`src/rtl/sched_pkg.sv`:
```
// Shared widths and types for the dispatch stage
// Decode, writeback and issue lane counts live here
// Modules refer to every item through sched_pkg:: scoped names
package sched_pkg;

	// ========================================
	// Lane counts
	// ========================================

	// Instructions written into the queue per cycle
	localparam int unsigned DECODE_WIDTH = 2;

	// Issue ports fed from the queue head
	localparam int unsigned DISPATCH_WIDTH = 2;

	// Result buses that broadcast a finished register
	localparam int unsigned WB_WIDTH = 2;

	// ========================================
	// Register file and tag sizes
	// ========================================

	// Physical register count after renaming
	localparam int unsigned PHY_REG_NUM = 32;

	// Index width of one physical register
	localparam int unsigned PREG_W = $clog2(PHY_REG_NUM);

	// Instruction id carried for tracking
	localparam int unsigned TAG_W = 8;

	typedef logic [PREG_W-1:0] preg_t;

	// ========================================
	// Payload structs
	// ========================================

	// One renamed instruction waiting for issue
	// Ready bits are owned by the ready table and the queue wakeup
	typedef struct packed {
		logic [TAG_W-1:0] tag;
		preg_t            pdest;
		preg_t            src0;
		preg_t            src1;
		logic             src0_ready;
		logic             src1_ready;
	} dq_entry_t;

	// One writeback lane
	// Valid only for the single cycle of the strobe
	typedef struct packed {
		logic  valid;
		preg_t pdest;
	} wb_t;

endpackage
```
`src/rtl/dispatch_top.sv`:
```
// Dispatch stage top level
// Ready table in front of the dispatch queue, in-order selector behind it
// Sets the queue depth for the whole stage
module dispatch_top #(
	parameter int unsigned QUEUE_DEPTH = 8
) (
	input  logic                                                   clk,
	input  logic                                                   rst_n,
	input  logic                                                   flush_i,
	input  logic [sched_pkg::DECODE_WIDTH-1:0]                     dec_valid_i,
	input  sched_pkg::dq_entry_t [sched_pkg::DECODE_WIDTH-1:0]     dec_entry_i,
	output logic                                                   dec_ready_o,
	input  sched_pkg::wb_t [sched_pkg::WB_WIDTH-1:0]               wb_i,
	output logic [sched_pkg::DISPATCH_WIDTH-1:0]                   issue_valid_o,
	output sched_pkg::dq_entry_t [sched_pkg::DISPATCH_WIDTH-1:0]   issue_entry_o
);

	// Decoded lanes with ready bits filled in
	sched_pkg::dq_entry_t [sched_pkg::DECODE_WIDTH-1:0]   rt_entry;
	// Queue head toward the selector
	logic [sched_pkg::DISPATCH_WIDTH-1:0]                 head_valid;
	sched_pkg::dq_entry_t [sched_pkg::DISPATCH_WIDTH-1:0] head_entry;
	logic [sched_pkg::DISPATCH_WIDTH-1:0]                 take;

	ready_table u_ready_table (
		.clk          (clk),
		.rst_n        (rst_n),
		.flush_i      (flush_i),
		.dec_valid_i  (dec_valid_i),
		.dec_accept_i (dec_ready_o),
		.dec_entry_i  (dec_entry_i),
		.wb_i         (wb_i),
		.entry_o      (rt_entry)
	);

	dispatch_queue #(
		.QUEUE_DEPTH (QUEUE_DEPTH)
	) u_dispatch_queue (
		.clk           (clk),
		.rst_n         (rst_n),
		.flush_i       (flush_i),
		.write_valid_i (dec_valid_i),
		.write_data_i  (rt_entry),
		.write_ready_o (dec_ready_o),
		.read_valid_o  (head_valid),
		.read_data_o   (head_entry),
		.read_ready_i  (take),
		.wb_i          (wb_i)
	);

	issue_select u_issue_select (
		.head_valid_i  (head_valid),
		.head_entry_i  (head_entry),
		.take_o        (take),
		.issue_valid_o (issue_valid_o),
		.issue_entry_o (issue_entry_o)
	);

endmodule

```
`src/rtl/issue_select.sv`:
```
// In-order issue selector over the queue head lanes
// Issues the longest run of ready entries starting at the oldest
// take_o pops the issued lanes from the queue in the same cycle
module issue_select (
	input  logic [sched_pkg::DISPATCH_WIDTH-1:0]                   head_valid_i,
	input  sched_pkg::dq_entry_t [sched_pkg::DISPATCH_WIDTH-1:0]   head_entry_i,
	output logic [sched_pkg::DISPATCH_WIDTH-1:0]                   take_o,
	output logic [sched_pkg::DISPATCH_WIDTH-1:0]                   issue_valid_o,
	output sched_pkg::dq_entry_t [sched_pkg::DISPATCH_WIDTH-1:0]   issue_entry_o
);

	// Both operands available per lane
	logic [sched_pkg::DISPATCH_WIDTH-1:0] lane_ready;
	// Issue decision chained from lane 0
	logic [sched_pkg::DISPATCH_WIDTH-1:0] issue;

	// ========================================
	// Readiness
	// ========================================
	always_comb begin
		for (int k = 0; k < sched_pkg::DISPATCH_WIDTH; k++) begin
			lane_ready[k] = head_valid_i[k]
				& head_entry_i[k].src0_ready
				& head_entry_i[k].src1_ready;
		end
	end

	// ========================================
	// Program order chain
	// ========================================
	always_comb begin
		// Oldest lane only needs itself
		issue[0] = lane_ready[0];
		// Younger lanes wait on every older lane
		for (int k = 1; k < sched_pkg::DISPATCH_WIDTH; k++) begin
			issue[k] = lane_ready[k] & issue[k-1];
		end
	end

	// No back-pressure on the issue ports
	assign take_o        = issue;
	assign issue_valid_o = issue;

	// Payload of non-issued lanes is held at zero
	always_comb begin
		for (int k = 0; k < sched_pkg::DISPATCH_WIDTH; k++) begin
			issue_entry_o[k] = issue[k] ? head_entry_i[k] : '0;
		end
	end

endmodule

```
`src/rtl/dispatch_queue.sv`:
```
// Circular buffer of dispatch entries between rename and issue
// Writes up to DECODE_WIDTH lanes at the tail, shows DISPATCH_WIDTH from the head
// Stored entries wake up on matching writeback lanes
// QUEUE_DEPTH comes from the top level and must be a power of two
module dispatch_queue #(
	parameter int unsigned QUEUE_DEPTH = 8
) (
	input  logic                                                   clk,
	input  logic                                                   rst_n,
	input  logic                                                   flush_i,
	input  logic [sched_pkg::DECODE_WIDTH-1:0]                     write_valid_i,
	input  sched_pkg::dq_entry_t [sched_pkg::DECODE_WIDTH-1:0]     write_data_i,
	output logic                                                   write_ready_o,
	output logic [sched_pkg::DISPATCH_WIDTH-1:0]                   read_valid_o,
	output sched_pkg::dq_entry_t [sched_pkg::DISPATCH_WIDTH-1:0]   read_data_o,
	input  logic [sched_pkg::DISPATCH_WIDTH-1:0]                   read_ready_i,
	input  sched_pkg::wb_t [sched_pkg::WB_WIDTH-1:0]               wb_i
);

	localparam int unsigned PTR_W = $clog2(QUEUE_DEPTH);
	localparam int unsigned CNT_W = $clog2(QUEUE_DEPTH + 1);

	// Entry storage
	sched_pkg::dq_entry_t [QUEUE_DEPTH-1:0] queue_q;
	sched_pkg::dq_entry_t [QUEUE_DEPTH-1:0] queue_n;

	// Pointers and occupancy
	logic [PTR_W-1:0] head_q;
	logic [PTR_W-1:0] tail_q;
	logic [CNT_W-1:0] cnt_q;
	logic [CNT_W-1:0] push_cnt;
	logic [CNT_W-1:0] pop_cnt;

	logic [sched_pkg::DECODE_WIDTH-1:0][PTR_W-1:0]   wr_ptr;
	logic [sched_pkg::DISPATCH_WIDTH-1:0][PTR_W-1:0] rd_ptr;
	logic                                            rd_prefix;

	// ========================================
	// Head lanes and accept level
	// ========================================

	// Room for a full group
	assign write_ready_o = (cnt_q <= CNT_W'(QUEUE_DEPTH - sched_pkg::DECODE_WIDTH));

	always_comb begin
		for (int i = 0; i < sched_pkg::DISPATCH_WIDTH; i++) begin
			rd_ptr[i]       = head_q + PTR_W'(i);
			read_valid_o[i] = (cnt_q > CNT_W'(i));
			read_data_o[i]  = queue_q[rd_ptr[i]];
		end
	end

	// Lane counts for this edge
	always_comb begin
		push_cnt = write_ready_o ? CNT_W'($countones(write_valid_i)) : '0;
		pop_cnt  = CNT_W'($countones(read_ready_i & read_valid_o));
	end

	// ========================================
	// Storage update
	// ========================================
	always_comb begin
		queue_n = queue_q;
		// Wake every slot on every writeback lane
		for (int i = 0; i < QUEUE_DEPTH; i++) begin
			for (int j = 0; j < sched_pkg::WB_WIDTH; j++) begin
				if (wb_i[j].valid && queue_q[i].src0 == wb_i[j].pdest)
					queue_n[i].src0_ready = 1'b1;
				if (wb_i[j].valid && queue_q[i].src1 == wb_i[j].pdest)
					queue_n[i].src1_ready = 1'b1;
			end
		end
		// New lanes at consecutive tail slots
		// Write data already carries its own bypassed ready bits
		for (int k = 0; k < sched_pkg::DECODE_WIDTH; k++) begin
			wr_ptr[k] = tail_q + PTR_W'(k);
			if (write_ready_o && write_valid_i[k])
				queue_n[wr_ptr[k]] = write_data_i[k];
		end
	end

	always_ff @(posedge clk) begin
		queue_q <= queue_n;
	end

	// Pointer and count registers
	always_ff @(posedge clk or negedge rst_n) begin
		if (!rst_n) begin
			head_q <= '0;
			tail_q <= '0;
			cnt_q  <= '0;
		end else if (flush_i) begin
			head_q <= '0;
			tail_q <= '0;
			cnt_q  <= '0;
		end else begin
			head_q <= head_q + PTR_W'(pop_cnt);
			tail_q <= tail_q + PTR_W'(push_cnt);
			cnt_q  <= cnt_q + push_cnt - pop_cnt;
		end
	end

	// ========================================
	// Checks
	// ========================================

	// Read ready must be a prefix that stays inside the valid lanes
	always_comb begin
		rd_prefix = ((read_ready_i & ~read_valid_o) == '0);
		for (int i = 1; i < sched_pkg::DISPATCH_WIDTH; i++) begin
			if (read_ready_i[i] && !read_ready_i[i-1])
				rd_prefix = 1'b0;
		end
	end

	a_cnt_bound: assert property (@(posedge clk) disable iff (!rst_n)
		cnt_q <= CNT_W'(QUEUE_DEPTH))
		else $error("queue count above depth");

	a_rd_prefix: assert property (@(posedge clk) disable iff (!rst_n)
		|read_ready_i |-> rd_prefix)
		else $error("read ready is not a prefix of read valid");

endmodule

```
`src/rtl/ready_table.sv`:
```
// Busy bits of the physical registers
// Fills the source ready bits of each decoded lane before the queue
// Accepted groups mark their destinations busy, writebacks clear them
module ready_table (
	input  logic                                                   clk,
	input  logic                                                   rst_n,
	input  logic                                                   flush_i,
	input  logic [sched_pkg::DECODE_WIDTH-1:0]                     dec_valid_i,
	input  logic                                                   dec_accept_i,
	input  sched_pkg::dq_entry_t [sched_pkg::DECODE_WIDTH-1:0]     dec_entry_i,
	input  sched_pkg::wb_t [sched_pkg::WB_WIDTH-1:0]               wb_i,
	output sched_pkg::dq_entry_t [sched_pkg::DECODE_WIDTH-1:0]     entry_o
);

	// One bit per register, set while a producer is in flight
	logic [sched_pkg::PHY_REG_NUM-1:0] busy_q;
	logic [sched_pkg::PHY_REG_NUM-1:0] busy_n;
	logic                              valid_prefix;

	// ========================================
	// Source ready lookup
	// ========================================
	always_comb begin
		for (int k = 0; k < sched_pkg::DECODE_WIDTH; k++) begin
			entry_o[k] = dec_entry_i[k];
			// Table lookup
			entry_o[k].src0_ready = ~busy_q[dec_entry_i[k].src0];
			entry_o[k].src1_ready = ~busy_q[dec_entry_i[k].src1];
			// Same cycle writeback bypass
			for (int j = 0; j < sched_pkg::WB_WIDTH; j++) begin
				if (wb_i[j].valid && wb_i[j].pdest == dec_entry_i[k].src0)
					entry_o[k].src0_ready = 1'b1;
				if (wb_i[j].valid && wb_i[j].pdest == dec_entry_i[k].src1)
					entry_o[k].src1_ready = 1'b1;
			end
			// Older lane in the group produces this source
			for (int j = 0; j < k; j++) begin
				if (dec_valid_i[j] && dec_entry_i[j].pdest == dec_entry_i[k].src0)
					entry_o[k].src0_ready = 1'b0;
				if (dec_valid_i[j] && dec_entry_i[j].pdest == dec_entry_i[k].src1)
					entry_o[k].src1_ready = 1'b0;
			end
		end
	end

	// ========================================
	// Busy bit update
	// ========================================
	always_comb begin
		busy_n = busy_q;
		// Writebacks first
		for (int j = 0; j < sched_pkg::WB_WIDTH; j++) begin
			if (wb_i[j].valid)
				busy_n[wb_i[j].pdest] = 1'b0;
		end
		// Allocation wins over a writeback to the same register
		for (int k = 0; k < sched_pkg::DECODE_WIDTH; k++) begin
			if (dec_accept_i && dec_valid_i[k])
				busy_n[dec_entry_i[k].pdest] = 1'b1;
		end
	end

	always_ff @(posedge clk or negedge rst_n) begin
		if (!rst_n) begin
			busy_q <= '0;
		end else if (flush_i) begin
			busy_q <= '0;
		end else begin
			busy_q <= busy_n;
		end
	end

	// No hole below a valid lane
	always_comb begin
		valid_prefix = 1'b1;
		for (int k = 1; k < sched_pkg::DECODE_WIDTH; k++) begin
			if (dec_valid_i[k] && !dec_valid_i[k-1])
				valid_prefix = 1'b0;
		end
	end

	// Decode side must present lanes from lane 0 upward
	a_dec_prefix: assert property (@(posedge clk) disable iff (!rst_n)
		dec_accept_i && |dec_valid_i |-> valid_prefix)
		else $error("decode valid mask is not a prefix");

endmodule

```
`config.mk`:
```
export PLATFORM = sky130hd
export DESIGN_NAME = dispatch_top
export DESIGN_NICKNAME = d
export VERILOG_FILES = /design/src/rtl/sched_pkg.sv /design/src/rtl/dispatch_top.sv /design/src/rtl/issue_select.sv /design/src/rtl/dispatch_queue.sv /design/src/rtl/ready_table.sv
export SDC_FILE = /design/constraint.sdc
export NUM_CORES = 1
export LEC_CHECK = 0
export BUFFER_PORTS_ARGS = -buffer_cell sky130_fd_sc_hd__buf_2
export CAP_MARGIN = 20
export CORE_ASPECT_RATIO = 2
export CORE_MARGIN = 3
export CORE_UTILIZATION = 38
export CTS_CLUSTER_DIAMETER = 100
export DETAILED_ROUTE_END_ITERATION = 8
export PLACE_DENSITY = 0.61
export SYNTH_ARGS = -nofsm -noshare
export SYNTH_HDL_FRONTEND = slang
export SYNTH_SLANG_ARGS = --single-unit
```
`constraint.sdc`:
```
create_clock -name clk -period 9.4 [get_ports clk]
set_clock_uncertainty 0.2 [all_clocks]
set_input_delay 1.41 -clock clk [delete_from_list [all_inputs] [get_ports clk]]
set_output_delay 1.41 -clock clk [all_outputs]
set_load 0.01 [all_outputs]
```
* After elaboration in Yosys (flattened, before gate mapping)
Index checks and enable logic that the tools add are counted.
Word-level totals: register bits 242, input port bits 67, output and inout port bits 53, logic and storage cells 270
Operators by class: add/subtract/negate cells 8, order comparisons 21, equal/unequal tests 42, muxes and demuxes 81, bitwise logic cells 16, reductions and logical operators 50
Operator list (count):
- $bwmux 200 | 2
- $mux 200 | 2
- $eq 5x5->1 | 42
- $mux 32 | 5
- $bmux 25 s3 | 2
- $demux 25 s3 | 2
- $mux 25 | 6
- $and 32x32->32 | 2
- $not 32->32 | 2
- $or 32x32->32 | 2
- $logic_and 1x1->1 | 50
- $mux 1 | 50
- $lt 5x6->1 const B | 8
- $bmux 1 s5 | 4
- $demux 1 s5 | 4
- $ge 5x1->1 const B | 4
- $lt 3x4->1 const B | 4
- $gt 4x1->1 const B | 2
- $mux 4 | 2
- $add 3x1->3 const B | 2
- $add 3x3->3 | 2
- $ge 3x1->1 const B | 2
- $mux 3 | 2
- $and 1x1->1 | 5
- 6 further kinds | 10

* Logic depth before layout (Yosys ltp)
depth after elaboration 14, depth in mapped cells 16, mapped depth without buffers 15

* Hierarchy
Synthesis repeated with hierarchy kept, for this count alone.
Unflattened totals: cells, all modules 1947, area total of the unflattened synthesis 18929.4 um^2
Modules (own cells, without submodules):
- dispatch_queue | instances 1, cells an instance 1439, area each 14292.5 um^2, sequential area each 4254.1 um^2
- ready_table | instances 1, cells an instance 423, area each 4082.7 um^2, sequential area each 800.8 um^2
- issue_select | instances 1, cells an instance 85, area each 554.3 um^2, sequential area each 0.0 um^2

* Least setup slack after synthesis
OpenSTA, ideal clock, no wires.
kind register to output, start register u_dispatch_queue.head_q[1], end output issue_entry_o[30] (netlist bit), arrival 2.207 ns, data required time 7.790 ns, setup slack 5.583 ns, stages on the path, launching flop included 8, path buffers 1, path through dfrtp_1 -> ha_1 -> xor2_1 -> mux4_2 -> o21ai_0 -> nand3_1 -> clkbuf_1 -> a21oi_1
RTL lines:
- start, declared | RTL line dispatch_queue.sv:28 | logic [PTR_W-1:0] head_q;
- start signal, assigned | RTL line dispatch_queue.sv:97 | head_q <= head_q + PTR_W'(pop_cnt);
- end, declared | RTL line dispatch_top.sv:15 | output sched_pkg::dq_entry_t [sched_pkg::DISPATCH_WIDTH-1:0] issue_entry_o

==> flow_summary.toml <==
[status]
status = "finished, final reports clean"

[detailed_routing]
ant_nets = 0
wl_um = 66400
num_vias = 15803
drcViolationCount = 0
first_iter_violations = 1332
via_per_inst = 6.08
dr.pass1.iters = 7
drt-wirelength-per-cell_um = 25.6

[die]
die_w_um = 159
die_h_um = 312
rows = 111
core-area_sq_um = 46100
ios = 120
initial_core_util_pct = 38.7
dieArea_sq_um = 49700

[pwr]
power_density_nw_per_um2 = 290
p_seq_share_pct = 35.4
p_sw_share_pct = 40.5
power_switching_mw = 2.30
power_frac_comb_pct = 44.9
peakVddDrop_mv = 0.152
p_leak_nw = 7.71
p_clk_share_pct = 19.7
p_int_mw = 3.38

[yosys]
synthArstFlopShare_pct = 17.4
ys_warn_count = 0
syn_inst = 1994
yosysUniqueCellTypes = 56
synth-edff-count = 0
ys_seq_area_share_pct = 28.3
avgSynthCellArea_sq_um = 8.95
ys_ff_latch = 242
synth-main-ff-cell = "dfxtp_1"
synth_fp_nets = 2077
synth_area_sq_um = 17800

[critical_path]
r2r_end = "u_dispatch_queue.cnt_q[3]"
ff2ff_setup_slack_ns = 4.45
cp_num_buf_inv = 3
worst-r2r-cell-count = 16
critPathTopFamily = "buffers and inverters"
endpoint = "issue_entry_o[34]"
r2r-start = "u_dispatch_queue.head_q[0]"
worst-path-stages = 8
crit_path_start_kind = "flop"
worst_ep_required_time_ns = 7.79
crit_path_frequent_cell = "buf_4"
crit_path_start = "u_dispatch_queue.head_q[0]"
worstSetupEndpointType = "output port"
worst_ep_arrival_time_ns = 4.40
crit_chain = "ha_2, buf_4, o211ai_1, o21ai_0, nand3_1, buf_4, a21oi_1, buf_2"
worst_path_max_delay_cell = "dfrtp_4"
crit_fanout = 48
cp_slowest_stage_delay_ns = 0.95
path_class = "flop to output port"

[cells_and_area]
drive_above_1_share_pct = 17.2
area_growth_pct = 9.59
nets = 2042
post-route-util_pct = 42.4
layout_commonest_cell = "mux2i_1"
final_area_sq_um = 19600
mostFrequentLayoutCells = "mux2i_1, nand2_1, dfxtp_1"

[clock_tree]
tritoncts = "built"
cts_max_level = 1
cts_buffer_depth = 3
cts.repair.resized = 0
cts-root-buf = "clkbuf_16"
cts_buffers = 26
numClockSinks = 242
cts_hold_buf = 0
cts_setup_buffers = 0
path_clk_slew_ns = 0.06
clock_latency_ns = 0.56

[place]
numPortBuffers = 115
dpl_cell_area_sq_um = 18600
dpl.hpwl_um = 42800
place_congestion = 0.938
post-place-ws_ns = 3.95

[sta]
relSlewSlack_pct = 23.0
hold_viol_final = 0
setup_tns_ns = 0
setup_viol = 0
final.min_clock_period_ns = 6.01
worst_slew_pin_slew_ns = 1.15
drv_slew = 0
fin_crit_sh_pct = 64.0
layout_setup_ws_ns = 3.39
max_freq_ghz = 0.166
grt_setup_unrepaired = "no"

[global_route]
grt-ovfl-total = 0
grt_pass1_wl_um = 99200
antenna_found_initial = 1
grtUsageTotal_pct = 25.9
grt_max_degree = 58
grt_pass1_vias = 15883

[run]
drv_cap = 0

[worst_hold_path]
hp-class = "flop to flop"
state kept, by name, indices dropped and copies added, names as in the netlist:
name	count
u_dispatch_queue.cnt_q	4
u_dispatch_queue.head_q	3
u_dispatch_queue.queue_q	200
u_dispatch_queue.tail_q	3
u_ready_table.busy_q	32
power groups by stage:
stage	combinational [mW]	clock, mW	sequential, mW
6_report	2.55	1.12	2.01
3_3_place_gp	2.48	0	1.98
3_5_place_dp	2.54	0	2.01
2_1_floorplan	1.98	0	1.77
5_1_grt	2.79	1.17	2.05
4_1_cts	2.54	1.13	1.99
cells in the mapped netlist, drive strengths merged (21+ instances only):
library cell / number / share of area [%]
xnor2: 63 / 3.1
clkbuf: 119 / 2.6
mux4: 110 / 14
nor3b: 21 / 0.88
buf: 92 / 2.6
dfrtp: 42 / 5.9
xor2: 155 / 7.6
nor4: 39 / 1.4
o21ai: 103 / 2.9
a21oi: 164 / 4.6
mux2i: 238 / 13
nand3: 31 / 0.87
nand2: 220 / 4.6
a22oi: 66 / 2.8
nor2: 152 / 3.2
dfxtp: 200 / 22
inv: 23 / 0.48
how the worst min path moves through the flow:
stage,from,end,slack [ns],cells after the start
after global routing,u_dispatch_queue.queue_q[170],u_dispatch_queue.queue_q[170],0.38,2
after CTS,u_dispatch_queue.queue_q[147],u_dispatch_queue.queue_q[147],0.35,2
after global placement,u_dispatch_queue.queue_q[188],u_dispatch_queue.queue_q[188],0.33,2
after detailed placement,u_dispatch_queue.queue_q[147],u_dispatch_queue.queue_q[147],0.34,2
final,u_dispatch_queue.queue_q[47],u_dispatch_queue.queue_q[47],0.35,2
after floorplan,u_dispatch_queue.queue_q[63],u_dispatch_queue.queue_q[63],0.31,2
metal layers:
layer / up-vias / wire, um / GRT usage, %
li1: 7063 / - / -
met1: 7613 / 24100 / 28.7
met2: 846 / 33000 / 46.1
met3: 281 / 4130 / 2.86
met4: 0 / 5170 / 17.5
met5: - / 0 / 0
logic make-up (layout without fill, tap and decap cells):
family | Yosys count | count (layout) | synth area share [%]
flip-flops | 242 | 242 | 28.3
buffers and inverters | 234 | 216 | 5.65
other | 0 | 1 | 0
AND/OR/NAND/NOR | 535 | 535 | 13.5
AO/OA/AOI/OAI | 394 | 394 | 12.9
adder cells (fa/ha/maj) | 16 | 16 | 1.29
multiplexers | 355 | 355 | 27.7
XOR/XNOR | 218 | 218 | 10.7
area by class of cell:
type,instances,area [sq um]
fill,4617,26600
multi-input combinational,1518,11900
sequential,242,5060
timing repair buffer,148,851
tap,621,777
clock buffer,33,737
clock inverter,12,178
inverter,23,86.3
antenna,1,2.50
per-stage QoR:
stage,hold slack [ns],total power [mW],instances
2_1_floorplan,0.308,3.75,1994
3_3_place_gp,0.327,4.45,2547
3_5_place_dp,0.343,4.55,2547
4_1_cts,0.352,5.67,2592
5_1_grt,0.376,6.01,2597
6_report,0.354,5.68,2598
worst min-delay path: cells and delay by family (launching register included):
| family | cells | cell delay [ns] |
|---|---|---|
| muxes | 1 | 0.12 |
| AOI/OAI and AO/OA | 1 | 0.07 |
| DFF | 1 | 0.32 |
Note: power is estimated with default switching activity, not from simulation.
